**src/design/tile_pkg.sv**
```systemverilog
package tile_pkg;

    // tile map geometry
    // 32 columns by 32 rows of 8x8 tiles
    localparam int SCAN_W = 10;

    // word width of both planes and of the cpu bus
    localparam int DATA_W = 8;

    // beam counter widths
    // both wrap at 256 on their own
    localparam int H_W = 8;
    localparam int V_W = 8;

    // pixel phase inside a tile column where the cpu gets the bus
    // matches the data read slot of the original boards
    localparam logic [2:0] DATA_READ = 3'd2;

    // first horizontal count inside blanking
    // blank until h wraps back to 0
    localparam logic [H_W-1:0] H_VIS = H_W'(224);

    // first vertical count inside blanking
    // blank until v wraps back to 0
    localparam logic [V_W-1:0] V_VIS = V_W'(240);

endpackage
```
**src/design/video_timing.sv**
```systemverilog
module video_timing (
    input  logic                     clk,
    input  logic                     rst_n,
    output logic                     pxl_cen,
    output logic [tile_pkg::H_W-1:0] h,
    output logic [tile_pkg::V_W-1:0] v,
    output logic                     hblank,
    output logic                     vblank
);

    import tile_pkg::*;

    // next beam position
    logic [H_W-1:0] h_next;
    logic [V_W-1:0] v_next;

    // h always steps by one pixel
    assign h_next = h + 1'b1;

    // v steps only when h rolls over from 255 to 0
    assign v_next = (h == '1) ? v + 1'b1 : v;

    // pixel enable, one clk high out of two
    // starts low right after reset
    always_ff @(posedge clk or negedge rst_n) begin
        if (!rst_n) begin
            pxl_cen <= 1'b0;
        end else begin
            pxl_cen <= ~pxl_cen;
        end
    end

    // beam counters
    // both move on the pixel enable only
    always_ff @(posedge clk or negedge rst_n) begin
        if (!rst_n) begin
            h <= '0;
            v <= '0;
        end else if (pxl_cen) begin
            h <= h_next;
            v <= v_next;
        end
    end

    // blanking flags
    // computed from the next count so they line up with h and v
    always_ff @(posedge clk or negedge rst_n) begin
        if (!rst_n) begin
            // position 0,0 is visible
            hblank <= 1'b0;
            vblank <= 1'b0;
        end else if (pxl_cen) begin
            // horizontal blank from H_VIS up to the wrap
            hblank <= (h_next >= H_VIS);
            // vertical blank from V_VIS up to the wrap
            vblank <= (v_next >= V_VIS);
        end
    end

endmodule

```
**config.mk**
```make
export PLATFORM = sky130hd
export DESIGN_NAME = video_timing
export DESIGN_NICKNAME = d
export VERILOG_FILES = /design/src/design/tile_pkg.sv /design/src/design/video_timing.sv
export SDC_FILE = /design/constraint.sdc
export NUM_CORES = 1
export LEC_CHECK = 0
export ABC_CLOCK_PERIOD_IN_PS = 1560
export BUFFER_PORTS_ARGS = -buffer_cell sky130_fd_sc_hd__buf_4
export CAP_MARGIN = 20
export CORE_MARGIN = 1.5
export CORE_UTILIZATION = 47
export DETAILED_ROUTE_END_ITERATION = 7
export HOLD_SLACK_MARGIN = 0.12
export PLACE_DENSITY = 0.73
export SYNTH_ARGS = -nofsm -noshare
export SYNTH_HDL_FRONTEND = slang
export SYNTH_SLANG_ARGS = --single-unit
```
**constraint.sdc**
```tcl
create_clock -name clk -period 1.56 [get_ports clk]
set_input_delay 0.078 -clock clk [delete_from_list [all_inputs] [get_ports clk]]
set_output_delay 0.078 -clock clk [all_outputs]
set_load 0.02 [all_outputs]
```
# --- Yosys cells after proc, flatten, opt, wreduce, memory -nomap -nowiden ---
# Index checks and enable logic that the tools add are counted.
word_totals:
  elab_cells: 12
  regBits: 19
  output_inout_bits: 19
classes:
  bitwise_logic: 1
  order_cmp: 2
  eq_ne: 1
  muxes: 1
  addsub: 2
ops:
  columns: ["operator", "n"]
  rows:
  - ["adder 8 x 1 -> 8 bit, second input constant", 2]
  - ["greater-or-equal comparator 8 bit, second input constant", 2]
  - ["equality test 8 bit, second input constant", 1]
  - ["two-way mux 8 bit", 1]
  - ["NOT 1 bit", 1]

# --- Longest topological paths before layout ---
depth:
  ltp_word: 3
  ltp_mapped: 6
  ltp_nobuf: 6

# --- Worst setup path after synthesis ---
# Ideal clock, no wire load.
synth_timing:
  path_type: "register -> register"
  from: "register h[0] in the netlist's numbering"
  to: "register v[6] in the netlist's numbering"
  path_slack_ps: -229
  path_buffers: 0
  required_time_ps: 1480
  stages_incl_launch_ff: 6
  t_arrival_ps: 1709
  cell_sequence: "dfrtp_1 -> ha_1 -> nand2_2 -> or4_4 -> nor2_1 -> xor2_1"
synth_between:
  elab_chain_cells: 2
synth_lines:
  columns: ["item", "line", "text"]
  rows:
  - ["start: declaration", "video_timing.sv:5", "output logic [tile_pkg::H_W-1:0] h,"]
  - ["start signal: assignment", "video_timing.sv:40", "h <= h_next;"]
  - ["equality test 8 bit", "video_timing.sv:21", "assign v_next = (h == '1) ? v + 1'b1 : v;"]
  - ["two-way mux 8 bit", "video_timing.sv:21", null]
  - ["end signal: assignment", "video_timing.sv:41", "v <= v_next;"]
  - ["end: declaration", "video_timing.sv:6", "output logic [tile_pkg::V_W-1:0] v,"]
# No other way between the ends.
# A chain may end at the register's enable or synchronous reset.

# --- Final worst setup path ---
layout_timing:
  from: "register h[4] in the netlist's numbering"
  to: "register v[6] in the netlist's numbering"
# Same word-level chain as after synthesis.

==> reports/metrics.yaml <==
core_um2: 1960
synth_seq_area_share_pct: 48.3
worst_hold_path_type: "in2async"
synth_cell_types: 32
num_rows: 16
cp_cell_sequence: "nand4_1, buf_4, or4_4, nor2_4, xor2_1"
path_buf_inv: 1
grt_pass1_wl_mm: 3.56
path_class: "reg2reg"
layout_setup_ws_ps: -40.9
clkLatencyLatePin_ps: 300
place_congestion: 0.833
postLayoutCoreUtil_pct: 69.4
firstDrtPassIters: 4
cts.clk_slew.worst_paths_ps: 110
io_buffers: 20
synth_flop_cell: "dfrtp_1"
crit_end: "v[6]"
synth-seq-cells: 19
synth_nets: 96
nNetsFinal: 137
grt_pass1_vias: 799
endpoint_kind: "register"
arrival_ps: 1820
fmax_mhz: 625
synth_top_area_share_pct: 48.3
timing.rr.end: "v[6]"
seq_area_um2: 478
setup_viol: 3
fin_area_um2: 1360
failed_checks: "negative setup slack"
cts_root_buf: "clkbuf_4"
status: "finished, violations left"
vias: 852
antenna_left: 0
slew_violations: 0
vdd_drop_max_uv: 594
syn_avg_cell_area_um2: 10.7
grt_max_degree: 20
multi_input_area_um2: 524
finalCritPeriodShare_pct: 103
syn-cell-area_um2: 985
synth-async-reset-ratio_pct: 100
yosysTopAreaCell: "dfrtp_1"
p_per_area_nw_per_um2: 553
area_growth_syn_to_layout_pct: 38.2
htreeDepth: 1
syn_inst: 92
dp.cells: 148
finalPower_mw: 0.753
slowest_delay_ps: 450
fillers: 164
ys_warn_count: 0
synth_area_leaders: "dfrtp_1 (48%), xnor2_1 (9.8%), nand2_1 (4.6%), xor2_1 (4.4%), nand3_1 (4.1%)"
drc_errors: 0
wire_per_inst_um: 13.3
clk_path_buf_depth: 2
ioPinCount: 21
dpl-instance-area_um2: 1270
holdWs_ps: 164
cp.depth: 5
crit_slowest_cell: "or4_4"
required_ps: 1780
drt_iter0_drc: 14
start_util_pct: 50.2
ff2ff_setup_slack_ps: -40
cts_tree: "yes"
track_usage_pct: 19.5
start_kind: "register"
finalNonFillerCells: 159
finalClockSkew_ps: 6.57
cts_buffers: 3
drive_gt1_share_pct: 42.4
hpwl_mm: 1.51
die_area_um2: 2380
reg2reg_depth: 5
startpoint: "h[4]"
crit_family: "simple AND/OR/NAND/NOR gates"
hold_viol: 0
antennaDiodeCount: 0
grt_overflow: 0
clkSinkCount: 19
leakage_nw: 0.656
dieWidth_um: 48.8
synth_edf_count: 0
rsz0062_at_grt: "true"
grt_antenna_before_repair: 0
max_slew.worst_pin.slew_ps: 241
fp.dieH_um: 48.8
viasPerCell: 5.36
drt-total-wl_mm: 2.12
r2r_start: "h[4]"
cp_max_fo: 5
drv_cap: 0
slew_headroom_pct: 83.8
min_period_ps: 1600
worst register-to-register path, delay by kind of cell (launching register included):
family        cells  cell delay [ps]
flops             1              430
xor+xnor          1              140
simple gates      3              760
buf+inv           1              200
placed cells by master, fill, tap and decap left out, types with 2 or more instances in the layout:
cell type	instances
dfrtp_2	2
nand3_1	8
xnor2_1	11
a21oi_1	2
nor2_4	2
a31oi_1	2
nand2_1	12
buf_4	38
xor2_1	5
dfrtp_1	17
and3_1	2
nand4_1	4
clkbuf_4	3
nand2b_1	2
or3_1	2
per-layer routing:
layer	track usage, %	vias to the layer above	wire, µm
li1	-	407	-
met1	23.6	410	930
met2	33.3	27	1050
met3	3.99	8	87
met4	8.57	0	53
met5	0	-	0
per-stage QoR:
step | setup WS, ps | TNS (ps)
2_1_floorplan | 2.05 | 0
3_3_place_gp | 98.4 | 0
3_5_place_dp | -0.371 | -0.371
4_1_cts | 0.649 | 0
5_1_grt | -134 | -350
6_report | -40.9 | -91.1
synthesized netlist by cell type, types with 2 or more instances:
cell type / count
dfrtp_1: 19
nand2_1: 12
xnor2_1: 11
nand3_1: 8
xor2_1: 5
nand4_1: 4
a21oi_1: 2
a31oi_1: 2
and3_1: 2
ha_1: 2
nand2b_1: 2
nor2_1: 2
or3_1: 2
worst min-delay path by stage:
stage | endpoint | slack (ps)
final | h[7] | 160
after global routing | async pin | 190
after CTS | h[7] | 170
after detailed placement | h[7] | -40
after global placement | async pin | -40
after floorplan | async pin | -220
where the power goes:
group	total (mW)	leakage (nW)	switching [mW]	internal, mW
sequential	0.492	0.248	0	0.492
clock	0.248	0.0150	0.149	0.0995
combinational	0.0126	0.393	0.00922	0.00333
total	0.753	0.656	0.158	0.595
logic make-up after synthesis:
group                    count (synthesis)  synth area share [%]
buffers and inverters                    4                  1.78
XOR/XNOR                                16                  14.2
AO/OA/AOI/OAI                            9                  6.86
adder cells (fa/ha/maj)                  2                  2.54
AND/OR/NAND/NOR                         40                  24.1
flip-flops                              19                  48.3
multiplexers                             2                  2.16
what timing repair did:
action,4_1_cts,5_1_grt
setup buffers,2,4
resized for setup,0,3
hold buffers,1,0
pin swaps,2,2
setup endpoints to repair,1,3
hold endpoints to repair,19,0
gates cloned,0,0
area by class of cell:
class	instances	share of cell area (%)
multi-input cells	69	38.5
flip-flops and latches	19	35.1
repair buffers	39	21.7
well taps	27	2.48
clock buffers	4	1.93
inverters	1	0.276
(Power assumes the default switching activity.)
